===== src/rsa_pkg.sv =====
// systolic array shared constants
`default_nettype none

package rsa_pkg;

    // array geometry
    localparam int ROWS = 4;    // pe rows and a words per beat
    localparam int COLS = 4;    // pe columns, b words per beat and drain beats

    localparam int DW = 16;     // data word where all arithmetic wraps

    // bias words at config addresses 0..ROWS-1 and the mode at ROWS
    localparam int CFG_AW = 3;
    localparam int MODE_W = 2;

    localparam logic [MODE_W-1:0] MODE_PASS = 2'd0;
    localparam logic [MODE_W-1:0] MODE_ADD  = 2'd1;   // bias + c
    localparam logic [MODE_W-1:0] MODE_SUB  = 2'd2;   // bias - c
    // code 3 is treated as pass by the adder

    // last beat to drain load covers the skew across the whole grid
    localparam int DRAIN_DELAY = ROWS + COLS - 1;

    // controller counter widths
    localparam int DLY_W  = $clog2(DRAIN_DELAY + 1);
    localparam int BEAT_W = $clog2(COLS + 1);

endpackage

`default_nettype wire


===== src/rsa_adder.sv =====
// per-row bias adder stage
`timescale 1ns/1ps
`default_nettype none

module rsa_adder (
    input  logic                                 clk,
    input  logic                                 i_rst_n,
    input  logic                                 i_shift,
    input  logic [rsa_pkg::ROWS*rsa_pkg::DW-1:0] i_drain_col,
    input  logic [rsa_pkg::ROWS*rsa_pkg::DW-1:0] i_bias,
    input  logic [rsa_pkg::MODE_W-1:0]           i_mode,
    output logic                                 o_c_val,
    output logic [rsa_pkg::ROWS*rsa_pkg::DW-1:0] o_c_data
);
    import rsa_pkg::*;

    always_ff @(posedge clk) begin
        if (!i_rst_n) begin
            o_c_val <= 1'b0;
        end else begin
            o_c_val <= i_shift;   // tracks the data register
        end
    end

    for (genvar i = 0; i < ROWS; i++) begin : g_lane
        logic [DW-1:0] drn;
        logic [DW-1:0] bia;

        assign drn = i_drain_col[i*DW +: DW];
        assign bia = i_bias[i*DW +: DW];

        always_ff @(posedge clk) begin
            if (i_shift) begin
                case (i_mode)
                    MODE_ADD: o_c_data[i*DW +: DW] <= bia + drn;
                    MODE_SUB: o_c_data[i*DW +: DW] <= bia - drn;   // wraps below zero
                    default:  o_c_data[i*DW +: DW] <= drn;
                endcase
            end
        end
    end

endmodule

`default_nettype wire


===== config.mk =====
export PLATFORM = sky130hd
export DESIGN_NAME = rsa_adder
export DESIGN_NICKNAME = d
export VERILOG_FILES = /design/src/rsa_pkg.sv /design/src/rsa_adder.sv
export SDC_FILE = /design/constraint.sdc
export NUM_CORES = 1
export LEC_CHECK = 0
export BUFFER_PORTS_ARGS = -buffer_cell sky130_fd_sc_hd__buf_2
export CORE_MARGIN = 5
export CORE_UTILIZATION = 58
export CTS_CLUSTER_DIAMETER = 50
export DETAILED_ROUTE_END_ITERATION = 16
export PLACE_DENSITY = 0.85
export SYNTH_ARGS = -nofsm -noshare
export SYNTH_HDL_FRONTEND = slang
export SYNTH_SLANG_ARGS = --single-unit
export TNS_END_PERCENT = 1

===== constraint.sdc =====
create_clock -name clk -period 7.1 [get_ports clk]
set_input_delay 0.355 -clock clk [delete_from_list [all_inputs] [get_ports clk]]
set_output_delay 0.355 -clock clk [all_outputs]
set_load 0.005 [all_outputs]

### Word level (Yosys, flattened, before mapping)

Cells that the tools add are included.

* equality and inequality tests: 2
* mux-type cells: 4
* $lt $le $gt $ge: 0
* reduce and logical (&&, ||, !) cells: 0
* multipliers: 0
* divide/modulo/power cells: 0
* add/sub/neg operators: 8
* bitwise operators: 0
* shifts and indexed selects: 0

Operators with widths (count)
* $pmux 16 s2: 4
* $add 16x16->16: 4
* $sub 16x16->16: 4
* $eq 2x1->1 const B: 1
* $eq 2x2->1 const B: 1

* input port bits: 133
* output and inout bits: 65
* memories: 0
* bits in latches: 0
* register bits after elaboration: 65
* memory bits (read-only): 0
* bits in writable memories: 0

### Longest topological paths before layout

* depth in word-level cells: 2
* gate-level depth with buffers: 16
* gate-level depth less buffers: 16

### Least setup slack after synthesis

No wires, ideal clock.

* path type: in2reg
* start point: input i_mode[0] (netlist bit)
* end point: register o_c_data[31] (netlist bit), data pin
* path slack: 3.458 ns
* cell stages on the path: 15
* buffers on the path: 3
* arrival: 3.370 ns
* required time: 6.828 ns
* cell sequence: inv_1 > ha_1 > buf_6 > clkbuf_1 > buf_1 > nor2_1 > xnor2_1 > ha_1 > o211a_1 > o31ai_2 > a21oi_2 > or4_4 > nand2_1 > mux2i_1 > or4_4

* longest elaborated chain between the ends: 2
* elaborated cells on any way between the ends: 3
* classes of those cells: eq/ne (2); mux (1)

RTL lines
* start: declaration: RTL line rsa_adder.sv:11 `input logic [rsa_pkg::MODE_W-1:0] i_mode,`
* $eq 2x2->1 or $eq 2x1->1 (tied branches): RTL line rsa_adder.sv:34 `case (i_mode)`
* $pmux 16 s2 (*): RTL line rsa_adder.sv:34
* end signal: indexed assignment: RTL line rsa_adder.sv:35 `MODE_ADD: o_c_data[i*DW +: DW] <= bia + drn;`
* end signal: indexed assignment: RTL line rsa_adder.sv:36 `MODE_SUB: o_c_data[i*DW +: DW] <= bia - drn;`
* end signal: indexed assignment: RTL line rsa_adder.sv:37 `default: o_c_data[i*DW +: DW] <= drn;`
* end: declaration: RTL line rsa_adder.sv:13 `output logic [rsa_pkg::ROWS*rsa_pkg::DW-1:0] o_c_data`

Mark *: on every way between the ends. The rest lies on a longest branch, timed or not.
A chain may end at the register's enable or synchronous reset.

### Final worst setup path

* start point: input i_mode[0] (netlist bit)
* end point: register o_c_data[47] (netlist bit), data pin

Same word-level chain as after synthesis.

==> flow_metrics.tcl <==
set metrics [dict create \
    status "completed" \
    yosysTopAreaCell "edfxtp_1" \
    cts_buffer_depth 2 \
    layout-drive-gt1-share_pct 24.9 \
    hpwl_mm 14.0 \
    cts.repair.resized 0 \
    seqPwrFrac_pct 31.2 \
    floorplan.initialDensity_pct 59.4 \
    tns_ps 0 \
    synth_edf_count 64 \
    power_switching_uw 554 \
    fin_crit_sh_pct 52.7 \
    power_mw 1.67 \
    root_buffer "clkbuf_16" \
    hold_viol_final 0 \
    power.density_mw_per_mm2 203 \
    rsz0062_at_grt "false" \
    fin_ws_ps 3360 \
    p_int_mw 1.12 \
    via_count 6563 \
    clock_sinks 65 \
    cts_buffers 9 \
    p_comb_share_pct 40.7 \
    relSlewSlack_pct 42.2 \
    post_cts_buffers 0 \
    yosysWarnings 0 \
    cts_tree "yes" \
    worst_pin_slew_ps 867 \
    fp.dieW_um 118 \
    row_count 39 \
    min_period_ps 3740 \
    cp_data_required_time_ps 7170 \
    fmax_mhz 267 \
    grt_use_total_pct 25.1 \
    start_kind "input port" \
    synth-xor-area-share_pct 12.7 \
    hold_path_class "in -> reg" \
    fin_area_mm2 0.00822 \
    place_area_mm2 0.00790 \
    ant_nets 0 \
    routed_wl_mm 18.2 \
    ys_seq_elements 65 \
    die-area_mm2 0.0140 \
    arrival_ps 3820 \
    io_pins 198 \
    cts.clk_slew.worst_paths_ps 50 \
    cellLeakagePower_nw 3.63 \
    port_buffers 197 \
    ir_worst_vdd_mv 0.191 \
    clkPwrFrac_pct 28.1 \
    setup_viol 0 \
    cap_violations 0 \
    synth_simple_gate_area_share_pct 17.2 \
    synth_top_family_by_area "compound AO/OA/AOI/OAI gates" \
    setup.worst_path.end_class "flip-flop" \
    critPathKind "in -> reg" \
    place_congestion 0.944 \
    coreArea_mm2 0.0115 \
    synthAdderAreaFrac_pct 13.1 \
    grt_pass1_wl_mm 29.4 \
    fillCellCount 887 \
    dr.pass1.iters 5 \
    synthCells 772 \
    grt_pass1_vias 6102 \
    grt_max_degree 73 \
    htree_levels 3 \
    swShare_pct 33.2 \
    area_growth_pct 20.7 \
    wl_per_cell_um 16.4 \
    synth_compound_area_share_pct 22.7 \
    synth-seq-area-share_pct 28.5 \
    syn_nets 974 \
    die_h_um 118 \
    syn_area_mm2 0.00681 \
    muxShareOfSynthArea_pct 2.63 \
    synth_top_area_share_pct 28.2 \
    ys_types 66 \
    dp_slack_ps 3050 \
    drc 0 \
    async_reset_ff_share_pct 0 \
    synthTopCellsByArea "edfxtp_1 (28%), ha_1 (12%), xnor2_1 (9.6%)" \
    synth-main-ff-cell "edfxtp_1" \
    worstPathMaxFanout 56 \
    avgSynthCellArea_um2 8.82 \
    cts_hold_buf 0 \
    report.final.slew_viol_count 0 \
    final_util_pct 71.7 \
    routed_via_density 5.91 \
    fin_nets 1163 \
    antenna_found_initial 2 \
    overflow 0 \
    drt_iter0_drc 591 \
]
## sequential cells by signal, indices dropped and copies added, names as in the netlist
register  cells
o_c_data     64
o_c_val       1
## power groups by stage
stage                     Sequential [mW]  Combinational (mW)  Clock (mW)
after floorplan                     0.537               0.448           0
after global placement              0.528               0.658           0
after detailed placement            0.528               0.672           0
after CTS                           0.522               0.677       0.475
after global routing                0.528               0.756       0.492
final                               0.522               0.680       0.470
## final cells by class
| cell class | instances | area [um^2] | area share (%) |
|---|---|---|---|
| Clock buffer | 12 | 267 | 3.24 |
| Sequential cell | 65 | 1940 | 23.6 |
| Multi-Input combinational cell | 656 | 4670 | 56.8 |
| Clock inverter | 4 | 50.0 | 0.609 |
| Tap cell | 143 | 179 | 2.18 |
| Inverter | 30 | 113 | 1.37 |
| Antenna cell | 1 | 2.50 | 0.0304 |
| Timing Repair Buffer | 199 | 1000 | 12.2 |
## metrics by stage
step,cells,hold WS [ps]
floorplan,772,467
global placement,1093,559
detailed placement,1093,576
CTS,1109,222
global route,1110,241
finish,1110,232
## cells by family after synthesis
family | count (synthesis)
mux | 17
fa+ha+maj | 69
xor+xnor | 99
buf+inv | 51
flops | 65
compound gates | 240
simple gates | 231
## worst paths after layout
| path | startpoint | endpoint | slack, ps | cells past startpoint |
|---|---|---|---|---|
| setup / recovery | i_mode[0] | o_c_data[47]$_DFFE_PP_ | 3360 | 14 |
| hold / removal | i_rst_n | o_c_val$_SDFF_PN0_ | 230 | 2 |
## critical path, cell delays in order
cell and delay [ps]:
buf_2 100, inv_1 90, ha_4 580, inv_1 390
o41ai_1 170, xor2_1 190, ha_1 280, o21a_1 150
o2111ai_1 220, a21oi_2 90, or4_4 440, nand2_1 150
mux2i_1 90, or4_1 510
## layout by cell type, fill, tap and decap left out, types with 6 or more instances in the layout
master     Yosys  final
nor2_1        58     58
o21a_1        11     11
buf_2          1    197
o31ai_1       13     13
edfxtp_1      64     64
a211o_1        7      7
nand3_1       10     10
or3_1          6      6
xor2_1        24     24
nor2b_1        8      8
inv_1         30     30
a211oi_1       8      8
ha_1          65     64
a21oi_1       65     65
mux2_2         7      7
a21o_1        18     18
o211ai_1       7      7
clkbuf_16      0      9
nand2b_1      15     15
o21ai_0       56     56
nor3_1        18     18
mux2i_1       10     10
nand2_1       74     74
xnor2_1       75     75
o41ai_1        7      7
## Yosys cell counts, drive strengths merged, types with 4 or more instances
| cell | instances |
|---|---|
| o21a | 11 |
| a211oi | 8 |
| nand2b | 15 |
| nor2b | 8 |
| a211o | 7 |
| mux2i | 10 |
| o211ai | 7 |
| o21bai | 5 |
| fa | 4 |
| or3 | 6 |
| a2111oi | 6 |
| clkbuf | 15 |
| o41ai | 7 |
| buf | 6 |
| o31ai | 15 |
| nor3 | 19 |
| and2 | 4 |
| nor4 | 6 |
| nor2 | 58 |
| or4 | 10 |
| a31oi | 5 |
| nand3 | 10 |
| nand2 | 74 |
| xor2 | 24 |
| a21oi | 67 |
| a21o | 18 |
| edfxtp | 64 |
| xnor2 | 75 |
| inv | 30 |
| ha | 65 |
| a21boi | 6 |
| and3 | 5 |
| mux2 | 7 |
| o211a | 4 |
| o21ai | 63 |
## routing by layer
metal	GRT usage (%)	vias up	part of all wire, %
li1	-	3256	-
met1	32.9	3020	43
met2	41.6	256	48
met3	4.92	29	7.1
met4	8.89	2	2.2
met5	0	-	0.071
Note: power is estimated with default switching activity, not from simulation.
