===== config.mk =====
export PLATFORM = sky130hd
export DESIGN_NAME = rsa_config
export DESIGN_NICKNAME = d
export VERILOG_FILES = /design/src/rsa_pkg.sv /design/src/rsa_config.sv
export SDC_FILE = /design/constraint.sdc
export NUM_CORES = 1
export LEC_CHECK = 0
export BUFFER_PORTS_ARGS = -buffer_cell sky130_fd_sc_hd__buf_2
export CAP_MARGIN = 20
export CORE_ASPECT_RATIO = 0.6
export CORE_MARGIN = 4
export CORE_UTILIZATION = 41
export DETAILED_ROUTE_END_ITERATION = 6
export MAX_ROUTING_LAYER = met4
export PLACE_DENSITY_LB_ADDON = 0.05
export SETUP_SLACK_MARGIN = 0.05
export SLEW_MARGIN = 20
export SYNTH_ARGS = -nofsm -noshare
export SYNTH_HDL_FRONTEND = slang
export SYNTH_SLANG_ARGS = --single-unit
export TNS_END_PERCENT = 10

===== constraint.sdc =====
create_clock -name clk -period 1.25 [get_ports clk]
set_input_delay 0.125 -clock clk [delete_from_list [all_inputs] [get_ports clk]]
set_output_delay 0.125 -clock clk [all_outputs]
set_load 0.005 [all_outputs]

===== src/rsa_pkg.sv =====
// systolic array shared constants
`default_nettype none

package rsa_pkg;

    // array geometry
    localparam int ROWS = 4;    // pe rows and a words per beat
    localparam int COLS = 4;    // pe columns, b words per beat and drain beats

    localparam int DW = 16;     // data word where all arithmetic wraps

    // bias words at config addresses 0..ROWS-1 and the mode at ROWS
    localparam int CFG_AW = 3;
    localparam int MODE_W = 2;

    localparam logic [MODE_W-1:0] MODE_PASS = 2'd0;
    localparam logic [MODE_W-1:0] MODE_ADD  = 2'd1;   // bias + c
    localparam logic [MODE_W-1:0] MODE_SUB  = 2'd2;   // bias - c
    // code 3 is treated as pass by the adder

    // last beat to drain load covers the skew across the whole grid
    localparam int DRAIN_DELAY = ROWS + COLS - 1;

    // controller counter widths
    localparam int DLY_W  = $clog2(DRAIN_DELAY + 1);
    localparam int BEAT_W = $clog2(COLS + 1);

endpackage

`default_nettype wire


===== src/rsa_config.sv =====
// bias and mode registers
`timescale 1ns/1ps
`default_nettype none

module rsa_config (
    input  logic                                 clk,
    input  logic                                 i_rst_n,
    input  logic                                 i_cfg_we,
    input  logic [rsa_pkg::CFG_AW-1:0]           i_cfg_addr,
    input  logic [rsa_pkg::DW-1:0]               i_cfg_data,
    output logic [rsa_pkg::ROWS*rsa_pkg::DW-1:0] o_bias,
    output logic [rsa_pkg::MODE_W-1:0]           o_mode
);
    import rsa_pkg::*;

    logic [ROWS-1:0][DW-1:0] bias_q;   // one word per row lane
    logic [MODE_W-1:0]       mode_q;

    always_ff @(posedge clk) begin
        if (!i_rst_n) begin
            bias_q <= '0;
            mode_q <= MODE_PASS;
        end else if (i_cfg_we) begin
            if (i_cfg_addr < CFG_AW'(ROWS)) begin
                bias_q[i_cfg_addr] <= i_cfg_data;
            end else if (i_cfg_addr == CFG_AW'(ROWS)) begin
                mode_q <= i_cfg_data[MODE_W-1:0];   // upper data bits dropped
            end
            // higher addresses fall through
        end
    end

    assign o_bias = bias_q;
    assign o_mode = mode_q;

endmodule

`default_nettype wire


**Word-level counts from Yosys, hierarchy flattened**

Cells that the tools add are included.

- Bitwise gates (word level): 1
- Eq/ne operators: 1
- Mux-type cells: 3
- $lt $le $gt $ge: 3
- Reductions and logical operators: 3

Operator list:

| operator | number |
|---|---|
| bitwise mux 64 bit | 1 |
| demux 16 bit (select 2 bit) | 1 |
| 2-to-1 mux 16 bit | 1 |
| less-than comparator 3 bit (second input constant) | 2 |
| == test 3 bit (second input constant) | 1 |
| greater-or-equal comparator 3 x 1 -> 1 bit (second input constant) | 1 |
| AND reduction 3 bit | 1 |
| AND reduction 2 bit | 1 |
| logical AND 1 bit | 1 |
| inverter 1 bit | 1 |

- Input port bits: 22
- Word-level logic and storage cells: 16
- Output and inout port bits: 66
- Register bits: 66

**Depth between registers and ports, before layout**

Gate-level depths: netlist of the first run.

- Depth after elaboration: 5
- Gate-level depth with buffers: 4
- Gate-level depth less buffers: 2

**Worst setup path before layout of the first run**

No wires, ideal clock.

- Path kind: input to register
- Start point: input i_cfg_addr[2] (netlist bit)
- End point: register bias_q (netlist bit o_bias[10])
- Slack: 0.078 ns
- Arrival: 1.052 ns
- Stages: 4
- Data required time: 1.130 ns
- Setup time: 0.120 ns
- Path buffers: 2
- Path through: or4b_1 > buf_6 > buf_12 > mux2i_1

- Longest elaborated chain between the ends: 5
- Elaborated cells on any way between the ends: 8
- Classes of those cells: order compare (3); mux (3); reduce/logical (2)

RTL lines:

| item | RTL line | RTL |
|---|---|---|
| start, declared | rsa_config.sv:9 | `input logic [rsa_pkg::CFG_AW-1:0] i_cfg_addr,` |
| greater-or-equal comparator 3 x 1 -> 1 bit (implied by the code) / less-than comparator 3 bit (equally long branches) | rsa_config.sv:25, rsa_config.sv:24 |  |
| logical AND 1 bit (implied by the code) | rsa_config.sv:25 | `bias_q[i_cfg_addr] <= i_cfg_data;` |
| 2-to-1 mux 16 bit (implied by the code) | rsa_config.sv:25 |  |
| demux 16 bit (select 2 bit) | rsa_config.sv:25 |  |
| bitwise mux 64 bit | rsa_config.sv:25 |  |
| end signal, assigned by index | rsa_config.sv:25 |  |
| end, declared | rsa_config.sv:16 | `logic [ROWS-1:0][DW-1:0] bias_q;` |

Parallel ways exist; a longest one is shown, timed or not.
A chain may end at the register's enable or synchronous reset.

**Final worst setup path of the first run**

- Start point: register bias_q (netlist bit o_bias[36])
- End point: output o_bias[36] (netlist bit)

RTL lines:

| item | RTL line | RTL |
|---|---|---|
| end, declared | rsa_config.sv:11 | `output logic [rsa_pkg::ROWS*rsa_pkg::DW-1:0] o_bias,` |

No word-level cell between the ends.

==> reports/qor.csv, run 1 <==
metric;value;unit
outcome;finished clean;
path_max_fanout;2;
stdcell_count;411;
cts_resized;0;
synth_simple_gate_area_share;14.9;%
required;1120;ps
clockBufferDepth;2;
p_total;0.00453;W
grt_pass1_vias;1721;
synth_compound_area_share;0;%
power_density;1410;mW/mm2
hpwl;4030;um
overflow;0;
drt_iter0_drc;72;
arrival;810;ps
regArea;0.00132;mm2
fin_util;56.6;%
start_util;43.0;%
cts_setup_buffers;0;
fin_skew;0;ps
critPathBufInv;1;
cellLeakagePower;1.75;nW
setup_viol;0;
ys_top_cells_by_count;nand2_1, dfxtp_1, mux2i_1;
yosys_warnings;0;
syn_avg_cell_area;10.3;um2
vias;1872;
worstSetupEndpointType;output port;
synth_most_common_cell;nand2_1;
drive_gt1_share;33.8;%
yosysSeqAreaShare;54.2;%
synth_edf_count;0;
yosys-top-cells-area;dfxtp_1, mux2i_1, nand2_1;
wl_per_cell;14.0;um
dominantRegCellSynth;dfxtp_1;
synth_xor_area_share;0;%
synth_top_family_by_area;multiplexers;
max_stage_delay;350;ps
cts_tree;yes;
yosysTopAreaCellShare;54.2;%
async_reset_ff_share;0;%
worst-path-stages;1;
crit_path_top_delay_cell;dfxtp_1;
stdcell_area;0.00321;mm2
drtAntennaViolNets;0;
ir_worst_vdd;0.000513;V
die_h;67.8;um
fillCellCount;527;
finalHoldViolations;0;
cap_violations;0;
crit_family;flip-flops;
fp.coreArea;0.00568;mm2
drc_errors;0;
clock_latency;330;ps
std_cell_rows;21;
relSlewSlack;79.4;%
cp_cell_sequence;buf_2;
syn_to_final_growth;31.6;%
die_area;0.00729;mm2
synth.distinct_cells;12;
period_share;74.8;%
wirelength;5760;um
antenna_found_initial;0;
final_max_slew_viol_count;0;
layout_min_cycle_time;935;ps
cts.sinks;66;
viasPerCell;4.55;
grt_usage;16.8;%
worst_pin_slew;308;ps
die_x;108;um
postSynthCellCount;236;
grt_max_degree;65;
path_class;reg -> out;
cts_root_buffer;clkbuf_8;
grt_pass1_wl;8800;um
dpl.cell_count;395;
cp-start-kind;register;
r2r_cells;2;
dpl_cell_area;0.00297;mm2
fin_nets;348;
min_delay_path_depth;3;
multi_input_area;0.00102;mm2
syn_area;0.00244;mm2
portBuffers;87;
clkTransAtPathRegs;70;ps
yosys.area_share.adder;0;%
drtPass1Iterations;4;
numCtsBuffers;9;
synth_seq_cells;66;
synth_nets;258;
hold_class;in -> reg;
rsz0062_at_grt;false;
synth_mux_area_share;27.1;%
yosysTopAreaCell;dfxtp_1;
globalplace.congestion;0.790;
cts_max_level;3;
cts_hold_buf;0;
diodes;0;
ios;88;
max_freq;1.07;GHz
fin_setup_tns;0;ps
## flip-flops by register name, summed over array words and instances (netlist names)
name    count
o_bias     64
o_mode      2
## area by class of cell
type                    count  area share, %
multi-input cells         153           31.9
flip-flops and latches     66           41.2
repair buffers             96           16.4
well taps                  80           3.12
clock inverters             4           2.26
clock buffers              12           5.14
## worst paths after layout
path	startpoint	endpoint	slack, ps
hold reg to reg	o_bias[31]$_SDFFE_PN0P_	o_bias[31]$_SDFFE_PN0P_	450
setup reg to reg	o_bias[55]$_SDFFE_PN0P_	o_bias[55]$_SDFFE_PN0P_	640
hold / removal	i_cfg_data[4]	o_bias[36]$_SDFFE_PN0P_	120
setup / recovery	o_bias[36]$_SDFFE_PN0P_	o_bias[36]	310
## cells in the final DEF, fill, tap and decap left out, drive strengths merged
cell,Yosys,layout
and4bb,2,2
buf,10,96
bufinv,0,2
clkbuf,7,12
clkinv,0,1
clkinvlp,0,1
dfxtp,66,66
mux2i,66,66
nand2,82,82
nand4b,1,1
nand4bb,1,1
or4b,1,1
## worst min-delay path: cells and delay by family
kind / cells / cell delay, ps
AND/OR/NAND/NOR: 1 / 90
multiplexers: 1 / 120
buffers and inverters: 1 / 70
## layer usage
| layer | global-route usage (%) | part of all wire [%] | up-vias |
|---|---|---|---|
| li1 | - | - | 959 |
| met1 | 22.5 | 52 | 853 |
| met2 | 22.3 | 40 | 49 |
| met3 | 7.26 | 7.3 | 11 |
| met4 | 6.14 | 1.2 | 0 |
| met5 | - | 0 | - |
## cell families (layout without fill, tap and decap cells)
logic type | after synthesis | after routing
flip-flops | 66 | 66
AND/OR/NAND/NOR | 87 | 87
multiplexers | 66 | 66
buffers and inverters | 17 | 112
## stage by stage
stage               hold WS, ps  worst slack [ps]
floorplan                   329              77.5
detailed placement          443             -11.3
finish                      118               315
global route                119               264
CTS                         105               293
global placement            442             -1.65
## power by group
| part | total (W) | switching, W | internal, W |
|---|---|---|---|
| Clock | 0.00207 | 0.000791 | 0.00128 |
| Sequential | 0.00217 | 0.0000231 | 0.00215 |
| Combinational | 0.000282 | 0.000157 | 0.000125 |
| Total | 0.00453 | 0.000970 | 0.00356 |
Note: power is estimated with default switching activity, not from simulation.
==> run 2: changes to the inputs <==
- clock period: 1.25 -> 0.83 ns (I/O delays scaled with it)
==> run 2 against run 1 <==
  * The run now ends with setup timing left
  * Non-clock buffer count is 5 higher
  * Critical path type unchanged
  * Clock skew did not move
  * Cell area up 12%
  * Sequential share of layout area fell by 2.2 points
  * Clock power increased by 76%
  * Die area unchanged
==> reports/qor.csv, run 2 (synthesis gave the netlist of run 1 again) <==
metric;value;unit;change
fin_util;63.5;%;+6.9 points
regArea;0.00140;mm2;+6.3%
cts_max_level;3;;unchanged
die_h;67.8;um;unchanged
cp-start-kind;register;;
clkTransAtPathRegs;80;ps;about the same
std_cell_rows;21;;unchanged
fillCellCount;491;;-6.8%
clockBufferDepth;2;;unchanged
grt_pass1_wl;9540;um;+8.5%
cp_cell_sequence;buf_2;;
ir_worst_vdd;0.000886;V;+73%
fin_skew;0;ps;unchanged
finalHoldViolations;0;;unchanged
critPathBufInv;1;;unchanged
crit_path_top_delay_cell;dfxtp_2;;
drt_iter0_drc;44;;-39%
vias;1931;;+3.2%
numCtsBuffers;9;;unchanged
worst_pin_slew;300;ps;-8.36 ps
die_x;108;um;unchanged
crit_family;flip-flops;;
max_freq;1.13;GHz;
relSlewSlack;80.0;%;+0.56 points
power_density;2060;mW/mm2;+46%
period_share;107;%;
final_common_cell;nand2_1;;
setup_viol;78;;+78
cts.sinks;66;;unchanged
hpwl;4010;um;-0.63%
hold_class;in -> reg;;
violations;setup timing;;
antenna_found_initial;0;;unchanged
globalplace.congestion;0.707;;-10%
p_total;0.00742;W;+64%
grt_max_degree;38;;-42%
drtAntennaViolNets;0;;unchanged
largest_register_ffs;64;;unchanged
wl_per_cell;14.8;um;+5.5%
cap_violations;0;;unchanged
path_max_fanout;2;;unchanged
cts_root_buffer;clkbuf_8;;
overflow;0;;unchanged
outcome;complete, but fails checks;;
use_met1;23.5;%;+1.0 points
arrival;800;ps;about the same
portBuffers;87;;unchanged
met3_usage;6.88;%;-0.38 points
syn_to_final_growth;47.7;%;
ios;88;;unchanged
pre_cts_slack;-385;ps;-374 ps
hold_slack;66.6;ps;-51.5 ps
required;750;ps;-370 ps
rsz0062_at_grt;true;;
drtPass1Iterations;4;;unchanged
max_stage_delay;350;ps;about the same
top_usage_layer;met2;;
drive_gt1_share;54.8;%;+21 points
layout_min_cycle_time;885;ps;
drc_errors;0;;unchanged
grt_usage;18.1;%;+1.2 points
fin_nets;353;;+1.4%
die_area;0.00729;mm2;unchanged
grt_pass1_vias;1863;;+8.3%
final_cell_mix;nand2_1, mux2i_1, dfxtp_2;;
viasPerCell;4.64;;+1.9%
diodes;0;;unchanged
cts_hold_buf;0;;unchanged
worstSetupEndpointType;output port;;
clock_latency;340;ps;about the same
grtUsageMet2;25.2;%;+2.9 points
multi_input_area;0.00103;mm2;+0.37%
cts_tree;yes;;
wirelength;6150;um;+6.7%
fp.coreArea;0.00568;mm2;unchanged
path_class;reg -> out;;
start_util;43.0;%;unchanged
cellLeakagePower;1.86;nW;+6.3%
setup_slack;-54.6;ps;-369 ps
final_max_slew_viol_count;0;;unchanged
## run 2: cell types whose count changed in the layout (fill, tap and decap cells not counted), moves of 3 or more
cell,delta
buf_4,+3
buf_2,-33
dfxtp_1,-66
dfxtp_2,+66
buf_6,+33
## run 2: per-stage QoR
stage	instances	setup TNS, ps	area [um2]
after floorplan	236	-9290	2440
after global placement	395	-14630	3000
after detailed placement	395	-15430	3000
after CTS	414	-3560	3450
after global routing	416	-4660	3600
final	416	-2010	3600
## run 2: worst paths after layout
check                             to  slack, ps                    start  cells past startpoint
min           o_bias[3]$_SDFFE_PN0P_         70            i_cfg_data[3]                      3
max reg2reg  o_bias[29]$_SDFFE_PN0P_         40  o_bias[29]$_SDFFE_PN0P_                      4
max                       o_bias[31]        -50  o_bias[31]$_SDFFE_PN0P_                      1
min reg2reg  o_bias[16]$_SDFFE_PN0P_        450  o_bias[16]$_SDFFE_PN0P_                      2
## run 2: worst register-to-register path, delay by kind of cell, from the launching register on
family | cells | cell delay [ps]
DFF | 1 | 340
buffers and inverters | 2 | 240
muxes | 1 | 50
and+or+nand+nor | 1 | 40
## run 2: area by class of cell
class                      count  share of cell area (%)
multi-input combinational    153                    28.5
clock inverter                 6                    3.82
clock buffer                  10                    3.82
timing repair buffer         101                    22.1
tap                           80                    2.78
sequential                    66                    39.0
## run 2: power by group
part | switching [W] | internal [W] | leakage, nW | total [W]
combinational | 0.000243 | 0.000248 | 1.16 | 0.000491
clock | 0.00125 | 0.00239 | 0.137 | 0.00364
sequential | 0.0000434 | 0.00325 | 0.566 | 0.00329
total | 0.00154 | 0.00589 | 1.86 | 0.00742
## run 2: metal layers
layer,share of wire (%),vias up
met5,0,-
met4,1.3,0
met3,7.0,11
met2,44,60
met1,48,895
li1,-,965
## run 2: timing repair
item | CTS | global route
gates cloned | 0 | 0
gates resized for setup | 74 | 26
setup buffers | 3 | 2
pin swaps | 0 | 1
endpoints found under the setup margin | 82 | 86
