$ cat config.mk
export PLATFORM = sky130hd
export DESIGN_NAME = rsa_ctrl
export DESIGN_NICKNAME = d
export VERILOG_FILES = /design/src/rsa_pkg.sv /design/src/rsa_ctrl.sv
export SDC_FILE = /design/constraint.sdc
export NUM_CORES = 1
export LEC_CHECK = 0
export BUFFER_PORTS_ARGS = -buffer_cell sky130_fd_sc_hd__clkbuf_2
export CAP_MARGIN = 30
export CORE_AREA = 2 2 39 41
export DETAILED_ROUTE_END_ITERATION = 7
export DIE_AREA = 0 0 41 43
export SLEW_MARGIN = 15
export SYNTH_ARGS = -nofsm -noshare
export SYNTH_HDL_FRONTEND = slang
export SYNTH_SLANG_ARGS = --single-unit
export TNS_END_PERCENT = 20
$ cat constraint.sdc
create_clock -name clk -period 1.5 [get_ports clk]
set_input_delay 0.075 -clock clk [delete_from_list [all_inputs] [get_ports clk]]
set_output_delay 0.075 -clock clk [all_outputs]
set_load 0.02 [all_outputs]
$ cat src/rsa_pkg.sv
// systolic array shared constants
`default_nettype none

package rsa_pkg;

    // array geometry
    localparam int ROWS = 4;    // pe rows and a words per beat
    localparam int COLS = 4;    // pe columns, b words per beat and drain beats

    localparam int DW = 16;     // data word where all arithmetic wraps

    // bias words at config addresses 0..ROWS-1 and the mode at ROWS
    localparam int CFG_AW = 3;
    localparam int MODE_W = 2;

    localparam logic [MODE_W-1:0] MODE_PASS = 2'd0;
    localparam logic [MODE_W-1:0] MODE_ADD  = 2'd1;   // bias + c
    localparam logic [MODE_W-1:0] MODE_SUB  = 2'd2;   // bias - c
    // code 3 is treated as pass by the adder

    // last beat to drain load covers the skew across the whole grid
    localparam int DRAIN_DELAY = ROWS + COLS - 1;

    // controller counter widths
    localparam int DLY_W  = $clog2(DRAIN_DELAY + 1);
    localparam int BEAT_W = $clog2(COLS + 1);

endpackage

`default_nettype wire

$ cat src/rsa_ctrl.sv
// drain sequencer
`timescale 1ns/1ps
`default_nettype none

module rsa_ctrl (
    input  logic clk,
    input  logic i_rst_n,
    input  logic i_op_val,
    input  logic i_op_last,
    output logic o_load,
    output logic o_shift
);
    import rsa_pkg::*;

    logic              dly_act;
    logic [DLY_W-1:0]  dly_cnt;    // cycles since the last beat
    logic [BEAT_W-1:0] beat_cnt;   // drain beats already sent

    // load lands DRAIN_DELAY cycles after the last beat
    assign o_load = dly_act && (dly_cnt == DLY_W'(DRAIN_DELAY));

    always_ff @(posedge clk) begin
        if (!i_rst_n) begin
            dly_act <= 1'b0;
            dly_cnt <= '0;
        end else if (i_op_val && i_op_last) begin
            dly_act <= 1'b1;
            dly_cnt <= DLY_W'(1);
        end else if (o_load) begin
            dly_act <= 1'b0;
        end else if (dly_act) begin
            dly_cnt <= dly_cnt + 1'b1;
        end
    end

    // shift window of COLS cycles right after the load
    always_ff @(posedge clk) begin
        if (!i_rst_n) begin
            o_shift  <= 1'b0;
            beat_cnt <= '0;
        end else if (o_load) begin
            o_shift  <= 1'b1;
            beat_cnt <= '0;
        end else if (o_shift) begin
            if (beat_cnt == BEAT_W'(COLS - 1)) begin
                o_shift <= 1'b0;   // back to idle
            end
            beat_cnt <= beat_cnt + 1'b1;
        end
    end

endmodule

`default_nettype wire

### Word-level counts from Yosys, hierarchy flattened

Cells that the tools add are included.

| storage, ports and cells | value |
|---|---|
| bits in registers | 8 |
| input bits | 4 |

| cells by class | value |
|---|---|
| add/subtract/negate cells | 2 |
| bitwise operators | 2 |
| mux-type cells | 8 |
| reductions and logical operators | 8 |
| equal/unequal tests | 3 |

Operator list:

| operator | number |
|---|---|
| $mux W1 | 8 |
| $add A3 B1 Y3 const B | 2 |
| $reduce_and A2 Y1 | 2 |
| $reduce_bool A2 Y1 | 2 |
| $reduce_or A2 Y1 | 2 |
| $eq A3 B2 Y1 const B | 1 |
| $eq A3 B3 Y1 const B | 1 |
| $logic_and A1 B1 Y1 | 2 |
| $ne A2 B1 Y1 const B | 1 |
| $not A1 Y1 | 2 |

### Longest topological paths before layout

Gate-level depths: netlist (run 1).

| depth | value |
|---|---|
| depth in word-level cells | 4 |
| depth in mapped cells | 5 |

### Least setup slack after synthesis (run 1)

OpenSTA, ideal clock, no wires.

| timing path | value |
|---|---|
| kind | register to register |
| start | register dly_cnt[0] |
| end | register dly_cnt[1] |
| cell stages (with the launch flop) | 6 |
| clock period less this slack | 1.203 ns |
| required time | 1.386 ns |
| buffers on the path | 0 |
| setup time | 0.114 ns |
| slack | 0.297 ns |
| arrival | 1.089 ns |
| path through | dfxtp_1 > ha_1 > ha_1 > nor2b_4 > mux2i_1 > nor2_1 |

| on the way | value |
|---|---|
| word-level cells in the longest chain between the ends | 4 |
| elaborated cells between the ends (all ways) | 5 |

Ends and longest elaborated chain:

| item | RTL line | text |
|---|---|---|
| start, declared | rsa_ctrl.sv:16 | `logic [DLY_W-1:0] dly_cnt;` |
| start signal, assigned | rsa_ctrl.sv:32 | `dly_cnt <= dly_cnt + 1'b1;` |
| $eq A3 B3 Y1 | rsa_ctrl.sv:20 | `assign o_load = dly_act && (dly_cnt == DLY_W'(DRAIN_DELAY));` |
| $logic_and A1 B1 Y1 | rsa_ctrl.sv:20 |  |
| $not A1 Y1 (no line) | - |  |
| $reduce_and A2 Y1 (no line) | - |  |

Parallel ways exist; a longest one is shown, timed or not.
A chain may end at the register's enable or synchronous reset.

### Worst setup path in the final report (run 1)

| timing path | value |
|---|---|
| start | register dly_cnt[0] |
| end | output o_load |

| on the way | value |
|---|---|
| word-level cells in the longest chain between the ends | 2 |

Ends and longest elaborated chain:

| item | RTL line | text |
|---|---|---|
| $eq A3 B3 Y1 | rsa_ctrl.sv:20 |  |
| $logic_and A1 B1 Y1 | rsa_ctrl.sv:20 |  |
| end, declared | rsa_ctrl.sv:10 | `output logic o_load,` |

Every way passes these cells.

==> results of run 1 <==
-- path summary, 6_finish.rpt --
kind                      end   startpoint  depth (start not counted)  slack [ns]
hold / removal     dly_cnt[0]    i_op_last                          3        0.09
setup / recovery       o_load   dly_cnt[0]                          5        0.16
setup reg to reg   dly_cnt[2]   dly_cnt[0]                          5        0.24
hold reg to reg   beat_cnt[2]  beat_cnt[2]                          2        0.50
-- power by group through the flow --
stage	sequential [mW]	clock, mW	combinational, mW
after floorplan	0.226	0	0.0202
after global placement	0.226	0	0.0283
after detailed placement	0.226	0	0.0287
after CTS	0.222	0.168	0.0288
after global routing	0.223	0.175	0.0323
final	0.222	0.159	0.0280
-- stage by stage --
stage | area, sq um | hold WS (ns) | worst slack (ns)
finish | 420 | 0.0937 | 0.160
global route | 420 | 0.103 | 0.0397
CTS | 420 | 0.0867 | 0.132
detailed placement | 398 | 0.353 | 0.237
global placement | 398 | 0.355 | 0.245
floorplan | 353 | 0.203 | 0.297
-- kinds of logic after synthesis --
family,after synthesis
AO/OA/AOI/OAI,4
multiplexers,3
adder cells (fa/ha/maj),4
buffers and inverters,2
AND/OR/NAND/NOR,12
flip-flops,8
XOR/XNOR,2
-- sequential cells by signal, summed over array words and instances, names as in the netlist --
| signal | count |
|---|---|
| dly_cnt | 3 |
| beat_cnt | 3 |
| o_shift | 1 |
| dly_act | 1 |
-- layer usage --
metal / up-vias / global-route usage [%]
li1: 133 / -
met1: 92 / 8.68
met2: 3 / 8.44
met3: 0 / 1.57
met4: 0 / 8.00
met5: - / 0
-- cell type report --
class                      instances  area (sq um)  area share, %
clock buffer                       3          22.5           5.36
sequential                         8           160           38.1
inverter                           2          7.51           1.79
tap                               16          20.0           4.76
multi-input combinational         25           185           44.0
timing repair buffer               5          25.0           5.95
-- worst min-delay path, cell delays in order --
cell      delay, ns
clkbuf_2       0.09
nand2_1        0.07
a21boi_1       0.06
-- cell usage in the layout (no fill, tap or decap) --
cell,Yosys,final
a21boi_0,1,1
dfxtp_1,8,8
nor2b_4,1,1
nor2_1,5,5
inv_1,2,2
a21boi_1,1,1
nand2b_1,1,1
nand2_1,4,4
a211oi_1,1,1
clkbuf_4,0,3
ha_1,4,4
clkbuf_2,0,5
xnor2_1,2,2
nor2b_1,1,1
a21oi_1,1,1
mux2i_1,3,3
==> run metrics, run 1 <==
ys async rst share 0%; final worst-path cycle share 89.3%; Worst slew margin 83.5%; VDD IR-drop max 206 uV; Resized cells post-CTS 0; cts hold-fix bufs 0; register area share after synthesis 45.4%; clk slew on worst S/H paths 0.05 ns; core box area 0.00138 sq mm; Mapped Cells 35; actual slew at the worst max-slew pin 0.247 ns; Data required, critical path 1.42 ns; Setup violations, final 0; DR vias 228; # IOs 6; count of different cell masters after synthesis 14; antenna cell count 0; layout cells sized above 1 20.9%; commonest cells in the netlist 8 x dfxtp_1, 5 x nor2_1, 4 x ha_1, 4 x nand2_1, 3 x mux2i_1; Post-Syn Area per Cell 10.1 sq um; critical path fanouts, max 3; CTS tree done; die area 0.00176 sq mm; Startpoint Class register; hpwl dp 377 um; htree depth 1; Tot GR Track Use 6.93%; global-route wire length before repair 786 um; total CTS buffers 3; Max clock buf depth 2; post-route insts no fill 59; clock root buffer clkbuf_4; TritonCTS Sinks 8; status finished clean; nets@finish 53; Post-route DRC 0; largest family of logic cells by synthesized area simple AND/OR/NAND/NOR gates; final core utilization 30.4%; largest net degree at the start of global routing 7; vias in the first global route 210; switching pwr 83.6 uW; # Post-CTS Setup Buffers 0; Yosys Warn Count 0; Max-Cap Viols 0; clock group share of total power 38.9%; worst skew pair latency 0.25 ns; DRT iter0 DRCs 1; Overflow after GRT 0; die width 41 um; Compound-Gate Fraction of Synth Area 7.80%; CP most frequent cell ha_1; Die H 43 um; Routed Wire Length 468 um; Post-Synth Adder-Cell Area 14.2%; Post-Synth Simple-Gate Area 17.0%; worst path bufs/invs 2; setup TNS 0 ns; Crit. End Element primary output; via/cell ratio 3.86; Synthesized Nets 43; Port Buffers 5; post-synth top area cell dfxtp_1; pins over their slew limit 0; Gate power share 6.9%; M1 WL 263 um; Initial Util 25.5%; CP delay by family, top adder cells; placed cell count 56; Filler cells 143; Yosys top cell area share 45.4%; Synth Register Bits 8; CP Class reg -> out; xor/xnor cell area share of the yosys netlist 4.96%; Int Pwr 325 uW; RePlAce Congestion 0.562; cell with the most instances after synthesis dfxtp_1; DR WL met2 193 um; row count 14; DR pass1 iterations 2; Leak 0.192 nW; Primary FF master, synth dfxtp_1; sw frac 20.4%; CP Cell Sequence ha_1, ha_1, nand2_1, inv_1, clkbuf_2; PwrDens 972 mW/mm^2; Layout area overhead 19.1%; fin crit period 1.34 ns; synthesized cell area 353 sq um; Final Power 409 uW; Final ANT Viol Nets 0; EDFF count, synth 0; Worst path max stage delay 0.31 ns; clock skew 0.00283 ns; largest cells by area after synthesis dfxtp_1 45%, ha_1 14%, mux2i_1 8.5%; Final Hold Viols 0; crit path DAT 1.26 ns; DR top layer met3; mux cell area share after synthesis 8.51%; Reg power frac 54.2%; initial antenna violation count 0; routed len/inst 7.93 um; Hold Path Class in -> reg; Max Freq 0.746 GHz; slowest stage cell, crit path dfxtp_1; RSZ-0062 raised after global routing no; met3 routed WL 12 um
No activity file was read; power rests on OpenSTA's default activity.
==> run 2: changes to the inputs <==
Settings changed: PLACE_DENSITY_LB_ADDON from default to 0.12, SLEW_MARGIN 15 to 20.
==> run 2 against run 1 <==
  * Final area unchanged
  * Largest power group unchanged
  * Critical path type unchanged
  * Highest routed layer is now met4
  * Global-route usage increased by 1.4 points
  * Critical path depth unchanged
  * Die area did not move
  * Cell count unchanged
  * Combinational power is 5% higher
  * Sequential cell count is the same
  * Sequential power hardly changed
  * Clock power grew 6%
  * Wire length rose by 19%
  * Count of clock-buffer cells in the layout unchanged
  * Sequential share of layout area unchanged
  * Largest cell class unchanged
==> run metrics, run 2 (synthesis gave the netlist of run 1 again) <==
status finished clean; Worst slew margin 84.3% (+0.76 points); nets@finish 53 (unchanged); Resized cells post-CTS 0 (unchanged); DR pass1 iterations 4 (+2); crit path DAT 1.30 ns (+0.04 ns); CTS tree done; die area 0.00176 sq mm (unchanged); final worst-path cycle share 92.0% (+2.6 points); core box area 0.00138 sq mm (unchanged); Tot GR Track Use 8.35% (+1.4 points); VDD IR-drop max 327 uV (+58%); layout cells sized above 1 20.9% (unchanged); worst skew pair latency 0.25 ns (about the same); Initial Util 25.5% (unchanged); Leak 0.192 nW (unchanged); die width 41 um (unchanged); vias in the first global route 228 (+8.6%); fin crit period 1.38 ns (+0.0395 ns); Worst R2R Setup Slack 0.23 ns (about the same); slowest stage cell, crit path dfxtp_1; multi-input logic area 185 sq um (unchanged); Seq. cell area 160 sq um (unchanged); setup TNS 0 ns (unchanged); commonest non-fill, non-tap cell in the layout dfxtp_1; RSZ-0062 raised after global routing no; CP Class reg -> out; Max clock buf depth 2 (unchanged); Crit. End Element primary output; DR vias 256 (+12%); row count 14 (unchanged); Max-Cap Viols 0 (unchanged); most frequent cells in the layout 8 x dfxtp_1, 5 x nor2_1, 5 x clkbuf_2, 4 x nand2_1, 4 x ha_1; global-route wire length before repair 903 um (+15%); clock skew 0.00133 ns (-0.00150 ns); CP delay by family, top adder cells; Layout area overhead 19.1% (unchanged); CP most frequent cell ha_1; routed len/inst 9.42 um (+19%); cts hold-fix bufs 0 (unchanged); Overflow after GRT 0 (unchanged); PwrDens 996 mW/mm^2 (+2.5%); Max Freq 0.725 GHz (-2.9%); pins over their slew limit 0 (unchanged); Setup violations, final 0 (unchanged); Data required, critical path 1.42 ns (about the same); via/cell ratio 4.34 (+12%); CP Cell Sequence ha_1, ha_1, nand2_1, inv_1, clkbuf_2; Final Hold Viols 0 (unchanged); initial antenna violation count 0 (unchanged); DRT iter0 DRCs 6 (+5); # IOs 6 (unchanged); critical path fanouts, max 3 (unchanged); actual slew at the worst max-slew pin 0.236 ns (-0.0113 ns); worst path bufs/invs 2 (unchanged); Port Buffers 5 (unchanged); TritonCTS Sinks 8 (unchanged); Post-route DRC 0 (unchanged); Die H 43 um (unchanged); RePlAce Congestion 0.551 (-1.9%); htree depth 1 (unchanged); clk slew on worst S/H paths 0.05 ns (about the same); total CTS buffers 3 (unchanged); antenna cell count 0 (unchanged); Final ANT Viol Nets 0 (unchanged); Worst path max stage delay 0.32 ns (about the same); final core utilization 30.4% (unchanged); Largest regs beat_cnt x3, dly_cnt x3; # Post-CTS Setup Buffers 0 (unchanged); Hold Path Class in -> reg; largest net degree at the start of global routing 7 (unchanged); Startpoint Class register; Routed Wire Length 556 um (+19%); Filler cells 145 (+1.4%); clock root buffer clkbuf_4
-- run 2: cell counts in the layout (fill, tap and decap cells not counted) --
Identical to the previous run, type by type.
-- run 2: cell type report --
| cell class | instances | area share, % |
|---|---|---|
| sequential | 8 | 38.1 |
| tap | 16 | 4.76 |
| timing repair buffer | 5 | 5.95 |
| multi-input combinational | 25 | 44.0 |
| clock buffer | 3 | 5.36 |
| inverter | 2 | 1.79 |
-- run 2: per-layer routing --
| layer | global-route usage [%] | wire length (um) |
|---|---|---|
| met4 | 10.0 | 23 |
| met5 | 0 | 0 |
| met3 | 3.14 | 43 |
| met1 | 11.7 | 283 |
| met2 | 8.13 | 205 |
-- run 2: worst min-delay path, cell delays in order --
cell      delay (ns)
clkbuf_2        0.09
nand2_1         0.07
a21boi_1        0.05
-- run 2: final timing paths --
check | startpoint | to | depth (start not counted)
setup / recovery | dly_cnt[0] | o_load | 5
setup reg to reg | dly_cnt[0] | dly_cnt[1] | 5
hold reg to reg | beat_cnt[2] | beat_cnt[2] | 2
hold / removal | i_op_last | dly_cnt[0] | 3
-- run 2: where the power goes --
part | total [mW] | internal (mW) | switching, mW
clock network | 0.168 | 0.0917 | 0.0759
logic | 0.0294 | 0.0156 | 0.0138
registers | 0.222 | 0.218 | 0.00354
total | 0.419 | 0.326 | 0.0931
-- run 2: metrics by stage --
stage	power, mW	instance area [sq um]	setup slack, ns	hold slack (ns)	cells
after detailed placement	0.256	398	0.226	0.354	56
after CTS	0.425	420	0.102	0.0816	59
after global placement	0.254	398	0.264	0.338	56
final	0.419	420	0.121	0.0815	59
after global routing	0.441	420	0.0428	0.0983	59
after floorplan	0.246	353	0.297	0.203	35
